$ cat src/hw/miner_pkg.sv
`default_nettype none

package miner_pkg;

	// block header as written by the host, byte 0 in the low bits
	localparam int header_bytes = 96;
	typedef logic [header_bytes*8-1:0] header_t;

	typedef logic [31:0] nonce_t;

	// nonce field sits in header bytes 44..47
	localparam int nonce_lsb = 352;

	// register map
	localparam logic [7:0] addr_status = 8'd101;      // bit0 loading, bit1 load_done
	localparam logic [7:0] addr_control = 8'd102;     // wr bit0 start, rd bit0 start, bit1 stop
	localparam logic [7:0] addr_arm = 8'd103;         // bit0 armed
	localparam logic [7:0] addr_nonce_base = 8'd104;  // 4 bytes per miner
	localparam logic [7:0] addr_result_base = 8'd148; // 5 bytes per miner

	// host register port strobes
	typedef struct packed {
		logic write;
		logic read;
		logic chipselect;
		logic [7:0] address;
		logic [7:0] writedata;
	} bus_req_t;

	// one miner core's report
	typedef struct packed {
		logic found;
		nonce_t nonce;
	} miner_result_t;

	// load control
	typedef enum logic [1:0] {
		st_idle,
		st_start,
		st_loading
	} ctrl_state_e;

endpackage

`default_nettype wire

$ cat src/hw/header_loader.sv
`timescale 1ns/1ps
`default_nettype none

module header_loader (
	input wire clk,
	input wire rst_n,
	input wire miner_pkg::bus_req_t bus,
	output miner_pkg::ctrl_state_e state,
	output miner_pkg::header_t header,
	output logic load_done
);

	logic wr_strobe;
	logic start_req;
	logic hdr_byte;
	logic last_byte;

	assign wr_strobe = bus.write && bus.chipselect;

	// start request only counts while idle
	assign start_req = wr_strobe && (bus.address == miner_pkg::addr_control) &&
		bus.writedata[0];

	// header byte addresses 0..95
	assign hdr_byte = wr_strobe && (int'(bus.address) < miner_pkg::header_bytes);
	assign last_byte = hdr_byte && (int'(bus.address) == miner_pkg::header_bytes - 1);

	always_ff @(posedge clk) begin
		if (!rst_n) begin
			state <= miner_pkg::st_idle;
			load_done <= 1'b0;
			header <= '0;
		end else begin
			load_done <= 1'b0; // single cycle pulse

			case (state)
				miner_pkg::st_idle: begin
					if (start_req) begin
						state <= miner_pkg::st_start;
					end
				end

				miner_pkg::st_start: begin
					// wipe the old job before the new bytes arrive
					header <= '0;
					state <= miner_pkg::st_loading;
				end

				miner_pkg::st_loading: begin
					if (hdr_byte) begin
						header[8*int'(bus.address) +: 8] <= bus.writedata;
					end
					if (last_byte) begin
						state <= miner_pkg::st_idle; // byte 95 closes the load
						load_done <= 1'b1;
					end
				end

				default: begin
					state <= miner_pkg::st_idle;
				end
			endcase
		end
	end

endmodule

`default_nettype wire

$ cat src/hw/nonce_allocator.sv
`timescale 1ns/1ps
`default_nettype none

module nonce_allocator #(
	parameter int num_miners = 4,
	parameter int nonce_range = 10000000
) (
	input wire clk,
	input wire rst_n,
	input wire miner_pkg::header_t header,
	output miner_pkg::nonce_t [num_miners-1:0] start_nonces
);

	miner_pkg::nonce_t base_nonce;

	// nonce field straight out of the header, low byte first
	assign base_nonce = header[miner_pkg::nonce_lsb +: 32];

	// each core gets its own slice of nonce_range values, wrapping mod 2^32
	always_ff @(posedge clk) begin
		if (!rst_n) begin
			start_nonces <= '0;
		end else begin
			for (int k = 0; k < num_miners; k++) begin
				start_nonces[k] <= base_nonce +
					miner_pkg::nonce_t'(k) * miner_pkg::nonce_t'(nonce_range);
			end
		end
	end

endmodule

`default_nettype wire

$ cat src/hw/result_capture.sv
`timescale 1ns/1ps
`default_nettype none

module result_capture #(
	parameter int num_miners = 4
) (
	input wire clk,
	input wire rst_n,
	input wire miner_pkg::ctrl_state_e state,
	input wire miner_pkg::miner_result_t [num_miners-1:0] results,
	output miner_pkg::miner_result_t [num_miners-1:0] captured,
	output logic armed,
	output logic stop
);

	logic hit;

	// any core reporting a find
	always_comb begin
		hit = 1'b0;
		for (int k = 0; k < num_miners; k++) begin
			hit = hit | results[k].found;
		end
	end

	always_ff @(posedge clk) begin
		if (!rst_n) begin
			armed <= 1'b1;
			stop <= 1'b0;
			captured <= '0;
		end else if (state == miner_pkg::st_start) begin
			// new job, rearm and forget the last run
			armed <= 1'b1;
			stop <= 1'b0;
			captured <= '0;
		end else if (stop) begin
			captured <= results; // track the cores after the find
		end else if (armed && hit) begin
			// first hit since the start freezes the run
			captured <= results;
			armed <= 1'b0;
			stop <= 1'b1;
		end else begin
			captured <= '0;
		end
	end

endmodule

`default_nettype wire

$ cat src/hw/readback_mux.sv
`timescale 1ns/1ps
`default_nettype none

module readback_mux #(
	parameter int num_miners = 4
) (
	input wire clk,
	input wire rst_n,
	input wire miner_pkg::bus_req_t bus,
	input wire miner_pkg::ctrl_state_e state,
	input wire load_done,
	input wire miner_pkg::header_t header,
	input wire miner_pkg::nonce_t [num_miners-1:0] start_nonces,
	input wire miner_pkg::miner_result_t [num_miners-1:0] captured,
	input wire armed,
	input wire stop,
	output logic [7:0] readdata
);

	logic rd_en;
	logic [7:0] sel_byte;

	// no readback while the header is being written
	assign rd_en = bus.read && bus.chipselect && (state != miner_pkg::st_loading);

	always_comb begin
		sel_byte = 8'h00; // unmapped reads return 0

		if (int'(bus.address) < miner_pkg::header_bytes) begin
			sel_byte = header[8*int'(bus.address) +: 8];
		end else if (bus.address == miner_pkg::addr_status) begin
			sel_byte = {6'b0, load_done, state == miner_pkg::st_loading};
		end else if (bus.address == miner_pkg::addr_control) begin
			sel_byte = {6'b0, stop, state == miner_pkg::st_start};
		end else if (bus.address == miner_pkg::addr_arm) begin
			sel_byte = {7'b0, armed};
		end

		// per-miner windows, nonce bytes low first
		for (int k = 0; k < num_miners; k++) begin
			for (int b = 0; b < 4; b++) begin
				if (int'(bus.address) == int'(miner_pkg::addr_nonce_base) + 4*k + b) begin
					sel_byte = start_nonces[k][8*b +: 8];
				end
				if (int'(bus.address) == int'(miner_pkg::addr_result_base) + 5*k + b) begin
					sel_byte = captured[k].nonce[8*b +: 8];
				end
			end
			// fifth result byte carries the found flag
			if (int'(bus.address) == int'(miner_pkg::addr_result_base) + 5*k + 4) begin
				sel_byte = {7'b0, captured[k].found};
			end
		end
	end

	always_ff @(posedge clk) begin
		if (!rst_n) begin
			readdata <= 8'h00;
		end else if (rd_en) begin
			readdata <= sel_byte; // held until the next read
		end
	end

endmodule

`default_nettype wire

$ cat src/hw/miner_ctrl_top.sv
`timescale 1ns/1ps
`default_nettype none

module miner_ctrl_top #(
	parameter int num_miners = 4,
	parameter int nonce_range = 10000000
) (
	input wire clk,
	input wire rst_n,
	input wire miner_pkg::bus_req_t bus,
	output logic [7:0] readdata,
	output miner_pkg::header_t header,
	output miner_pkg::nonce_t [num_miners-1:0] start_nonces,
	output logic load_done,
	input wire miner_pkg::miner_result_t [num_miners-1:0] results
);

	miner_pkg::ctrl_state_e state;
	miner_pkg::miner_result_t [num_miners-1:0] captured;
	logic armed;
	logic stop;

	// host writes, start and header buffer
	header_loader header_loader_i (
		.clk(clk),
		.rst_n(rst_n),
		.bus(bus),
		.state(state),
		.header(header),
		.load_done(load_done)
	);

	nonce_allocator #(
		.num_miners(num_miners),
		.nonce_range(nonce_range)
	) nonce_allocator_i (
		.clk(clk),
		.rst_n(rst_n),
		.header(header),
		.start_nonces(start_nonces)
	);

	result_capture #(
		.num_miners(num_miners)
	) result_capture_i (
		.clk(clk),
		.rst_n(rst_n),
		.state(state),
		.results(results),
		.captured(captured),
		.armed(armed),
		.stop(stop)
	);

	readback_mux #(
		.num_miners(num_miners)
	) readback_mux_i (
		.clk(clk),
		.rst_n(rst_n),
		.bus(bus),
		.state(state),
		.load_done(load_done),
		.header(header),
		.start_nonces(start_nonces),
		.captured(captured),
		.armed(armed),
		.stop(stop),
		.readdata(readdata)
	);

endmodule

`default_nettype wire

$ cat config.mk
export PLATFORM = sky130hd
export DESIGN_NAME = miner_ctrl_top
export DESIGN_NICKNAME = d
export VERILOG_FILES = /design/src/hw/miner_pkg.sv /design/src/hw/header_loader.sv /design/src/hw/nonce_allocator.sv /design/src/hw/result_capture.sv /design/src/hw/readback_mux.sv /design/src/hw/miner_ctrl_top.sv
export SDC_FILE = /design/constraint.sdc
export NUM_CORES = 2
export LEC_CHECK = 0
export BUFFER_PORTS_ARGS = -buffer_cell sky130_fd_sc_hd__buf_2
export CORE_AREA = 4 4 409 411
export DETAILED_ROUTE_END_ITERATION = 8
export DIE_AREA = 0 0 413 415
export PLACE_DENSITY = 0.59
export SETUP_SLACK_MARGIN = 0.2
export SKIP_LAST_GASP = 1
export SLEW_MARGIN = 10
export SYNTH_ARGS = -nofsm -noshare
export SYNTH_HDL_FRONTEND = slang
export SYNTH_SLANG_ARGS = --single-unit
$ cat constraint.sdc
create_clock -name clk -period 4.6 [get_ports clk]
set_clock_uncertainty 0.1 [all_clocks]
set_input_delay 0.23 -clock clk [delete_from_list [all_inputs] [get_ports clk]]
set_output_delay 0.23 -clock clk [all_outputs]
set_load 0.05 [all_outputs]
==> results.txt <==
The part of the total power dissipated in sequential elements was 0.437; the post-synthesis net count was 5438. Clock slew at the register clock pins of the worst setup and hold paths: 0.06 ns. The multi-input gate area in the final layout is 24600 µm², and the global placer's final weighted congestion is 1.03. Summing all non-filler instances in the final layout gives an area of 61200 µm². The largest vdd supply drop was 0.315 mV; the total I/O pin count was 1058.

The die span in x was 413 µm; the HPWL after detailed placement was 263000 µm. The run gives 8412 as the first-iteration detailed-routing DRC count. After floorplanning, the core was sized to cover 164000 µm². The most used flip-flop cell after synthesis is sky130_fd_sc_hd__dfxtp_1. The clock group share of total power is 0.486.

The max capacitance violation total is 0. Each instance of the synthesized netlist takes up on average 8.85 µm². After synthesis, the cell types taking the most area are sky130_fd_sc_hd__dfxtp_1 (44%), sky130_fd_sc_hd__mux4_2 (8.9%), sky130_fd_sc_hd__a22oi_1 (6.9%). Across the whole layout, storage elements account for 20400 µm². For the via count of the first global-routing pass, the log shows 50.1k.

After detailed routing, the average wire length per cell comes to 38.5 µm. Measured along the y axis, the die boundary spans 415 µm. The total power is 0.0206 W, and the cell count after synthesis is 5274.

The depth of the worst hold-timing path came out at 3. The wire length of the first global-routing pass is 445000 µm, and the pin count of the biggest net entering global routing is 129. Setup violations remaining at the end of the flow were counted as 0. The tools report the count of different cell masters after synthesis as 95. The number of rows created at floorplan was 149; the count of clock tree sinks was 1018.

The run gives 0.131 as the worst slew slack as a fraction of its limit. TritonCTS built the clock tree. Share of final-layout standard cells stronger than drive strength 1: 0.281. Setup repair after global routing left no endpoint under its margin. The power density of the placed cells was 336 nW/µm². Startpoint type of the worst setup path: a flop. The cell count of the worst reg-to-reg path was 8; the share of synthesized area occupied by flip-flops and latches was 0.437.

For this design, the CTS-stage hold fixing added 143 buffers. Most common cell in the netlist: sky130_fd_sc_hd__dfxtp_1. Yosys printed 0 warnings. The initial antenna violation count came out at 25.

The switching share of power is 0.261, and the number of pins with negative max-slew slack in the final report is 0. For the signal arrival time at the worst endpoint, the log shows 4.40 ns. The worst hold path begins at results[85]. Fill cells in the final layout number 17.0k. For this design the total switching power over the nets is 0.00537 W. The worst path needs 3.88 ns of the cycle, external delays included. The final layout contains 6663 nets. The synthesized design contains 1018 register bits.

The clock tree root driver cell is sky130_fd_sc_hd__clkbuf_16. The number of buffers added for setup after CTS is 0, and the count of antenna-violating nets left after detailed routing is 0. The startpoint identified for the worst register-to-register timing path is header_loader_i.header[244]. The worst hold path terminates at result_capture_i.captured[85].

Once the clock tree was built, the resizer swapped 0 gates to a different size. The area growth from synthesis to final layout was 31.2%; the count of TritonRoute iterations in the first routing pass was 7. The fraction of registers with async set/reset is 0, and the post-detailed-route DRC marker count is 0. The run gives 0.258 GHz as the timing-limited maximum frequency. The count of buffers inserted at the top-level ports was 1057; the starting utilization of the core area was 0.284. The setup slack of the worst register-to-register path is 0.72 ns. By count the netlist is led by sky130_fd_sc_hd__dfxtp_1 (1018), sky130_fd_sc_hd__nor2_1 (756), sky130_fd_sc_hd__nand2_1 (459). The critical path start-end classification is flop to flop. In this run the cell area measured after placement is 55700 µm². The tools report the combinational cell fraction of total power as 0.077.

Counting the buffers created by CTS gives 111. The area share of the leading cell type in the synthesized netlist came out at 0.437. The overall routing resource usage was 0.375; the remaining global-route overflow was 0. The later-pin clock latency in the skew report is 0.77 ns.

The number of flops mapped to enable cells by yosys is 0. Data on the critical path is required at its endpoint by 5.12 ns. The tools report the critical register-to-register path endpoint as readback_mux_i.readdata[4]. The measured slew at the worst slew-check pin works out to 1.30 ns. The tools report the total wire length as 338000 µm.

The cell-internal power was 0.0152 W. sky130_fd_sc_hd__dfxtp_1 takes more of the synthesized area than any other cell. In the routed layout, each cell is associated on average with a via count of 6.12. The mapped netlist covers 46700 µm².

The H-tree was split into 3 levels. Path class of the lowest-slack min-delay path: input pin to flop. The period utilization was 0.844. The final-report hold violation count came out at 0. For this design the static power due to leakage is 24.8 nW.

The worst setup path is captured at a flop. The die covers 171000 µm². Of all nets on the critical path, the largest fanout is 3. The total via count in the routed design came out at 53.8k.

The flow ran to the end, and the final reports show no timing, DRC or antenna violations. The longest clock path from root to sink contains 3 buffers.
## kinds of logic after synthesis
family	count (synthesis)	share of synthesized area
XOR/XNOR	45	0.00877
flip-flops	1018	0.437
buffers and inverters	435	0.0397
AND/OR/NAND/NOR	2193	0.222
multiplexers	233	0.100
AO/OA/AOI/OAI	1339	0.190
adder cells (fa/ha/maj)	11	0.00295
## layer usage
| metal | part of all wire | routed length, µm | global-route usage |
|---|---|---|---|
| met1 | 0.37 | 124000 | 0.457 |
| met3 | 0.12 | 40300 | 0.115 |
| met5 | 0.00034 | 114 | 0 |
| met2 | 0.43 | 147000 | 0.576 |
| met4 | 0.079 | 26900 | 0.230 |
## stage by stage
stage | TNS (ns) | cells | setup WS, ns | utilization | hold slack [ns]
after floorplan | 0 | 5274 | 0.858 | - | 0.252
after global placement | -0.532 | 8429 | -0.532 | 0.339 | 0.335
after detailed placement | 0 | 8432 | 0.354 | 0.340 | 0.332
after CTS | 0 | 8781 | 0.956 | 0.373 | 0.0445
after global routing | 0 | 8783 | 0.677 | 0.373 | 0.0864
final | 0 | 8795 | 0.719 | 0.373 | 0.112
## registers in the layout, summed over array words and instances, names as in the netlist
name and count:
header_loader_i.header 768, header_loader_i.load_done 1, header_loader_i.state 2, nonce_allocator_i.start_nonces 105, readback_mux_i.readdata 8, result_capture_i.armed 1, result_capture_i.captured 132, result_capture_i.stop 1
## final cells by class
class | instances | area share
sequential | 1018 | 0.333
inverter | 21 | 0.00141
clock buffer | 160 | 0.0528
clock inverter | 46 | 0.0131
timing repair buffer | 1526 | 0.154
tap | 2189 | 0.0447
antenna | 14 | 0.000572
multi-input combinational | 3821 | 0.401
## power by group through the flow
stage / clock network, W / registers [W] / logic [W]
2_1_floorplan: 0 / 0.00917 / 0.000668
3_3_place_gp: 0 / 0.00920 / 0.00142
3_5_place_dp: 0 / 0.00919 / 0.00142
4_1_cts: 0.0100 / 0.00900 / 0.00152
5_1_grt: 0.0104 / 0.00900 / 0.00160
6_report: 0.0100 / 0.00901 / 0.00158
## cell usage in the layout, fill, tap and decap left out, types with 16 or more instances in the layout
master	instances
sky130_fd_sc_hd__and3_1	48
sky130_fd_sc_hd__xor2_1	30
sky130_fd_sc_hd__mux4_2	184
sky130_fd_sc_hd__clkbuf_8	26
sky130_fd_sc_hd__clkbuf_16	112
sky130_fd_sc_hd__clkbuf_1	23
sky130_fd_sc_hd__buf_2	1053
sky130_fd_sc_hd__nor2_1	754
sky130_fd_sc_hd__buf_12	17
sky130_fd_sc_hd__a22oi_1	431
sky130_fd_sc_hd__nand3_1	315
sky130_fd_sc_hd__or3_1	29
sky130_fd_sc_hd__nor3_1	147
sky130_fd_sc_hd__a221oi_1	22
sky130_fd_sc_hd__dlygate4sd3_1	143
sky130_fd_sc_hd__o22ai_1	40
sky130_fd_sc_hd__nand3b_1	34
sky130_fd_sc_hd__nor2b_1	19
sky130_fd_sc_hd__o21a_1	38
sky130_fd_sc_hd__nor4_1	45
sky130_fd_sc_hd__o21ai_0	75
sky130_fd_sc_hd__bufinv_16	17
sky130_fd_sc_hd__mux2i_1	23
sky130_fd_sc_hd__inv_1	17
sky130_fd_sc_hd__nand2_1	459
sky130_fd_sc_hd__a21oi_1	458
sky130_fd_sc_hd__o211ai_1	22
sky130_fd_sc_hd__nand4_1	39
sky130_fd_sc_hd__clkinv_2	18
sky130_fd_sc_hd__a31oi_1	50
sky130_fd_sc_hd__or4_1	17
sky130_fd_sc_hd__buf_4	311
sky130_fd_sc_hd__and2_1	186
sky130_fd_sc_hd__a32oi_1	29
sky130_fd_sc_hd__mux2_2	26
sky130_fd_sc_hd__dfxtp_1	1018
sky130_fd_sc_hd__nor3_2	16
## critical path: stages, from the launching register on
cell                       delay (ns)
sky130_fd_sc_hd__dfxtp_1         0.43
sky130_fd_sc_hd__mux4_2          0.55
sky130_fd_sc_hd__a22oi_1         0.94
sky130_fd_sc_hd__a21oi_1         0.16
sky130_fd_sc_hd__a21oi_1         0.55
sky130_fd_sc_hd__a311oi_1        0.28
sky130_fd_sc_hd__buf_4           0.20
sky130_fd_sc_hd__o21ai_0         0.39
sky130_fd_sc_hd__a21oi_1         0.12
## worst max path at each step
stage,startpoint,end,slack [ns]
after floorplan,bus[8],header_loader_i.header[246],0.86
after global routing,header_loader_i.state[1],header_loader_i.header[132],0.68
final,header_loader_i.header[244],readback_mux_i.readdata[4],0.72
after detailed placement,bus[9],readback_mux_i.readdata[3],0.35
after CTS,header_loader_i.state[1],header_loader_i.header[132],0.96
after global placement,bus[9],readback_mux_i.readdata[4],-0.53
Power figures use the tool's default switching activity.
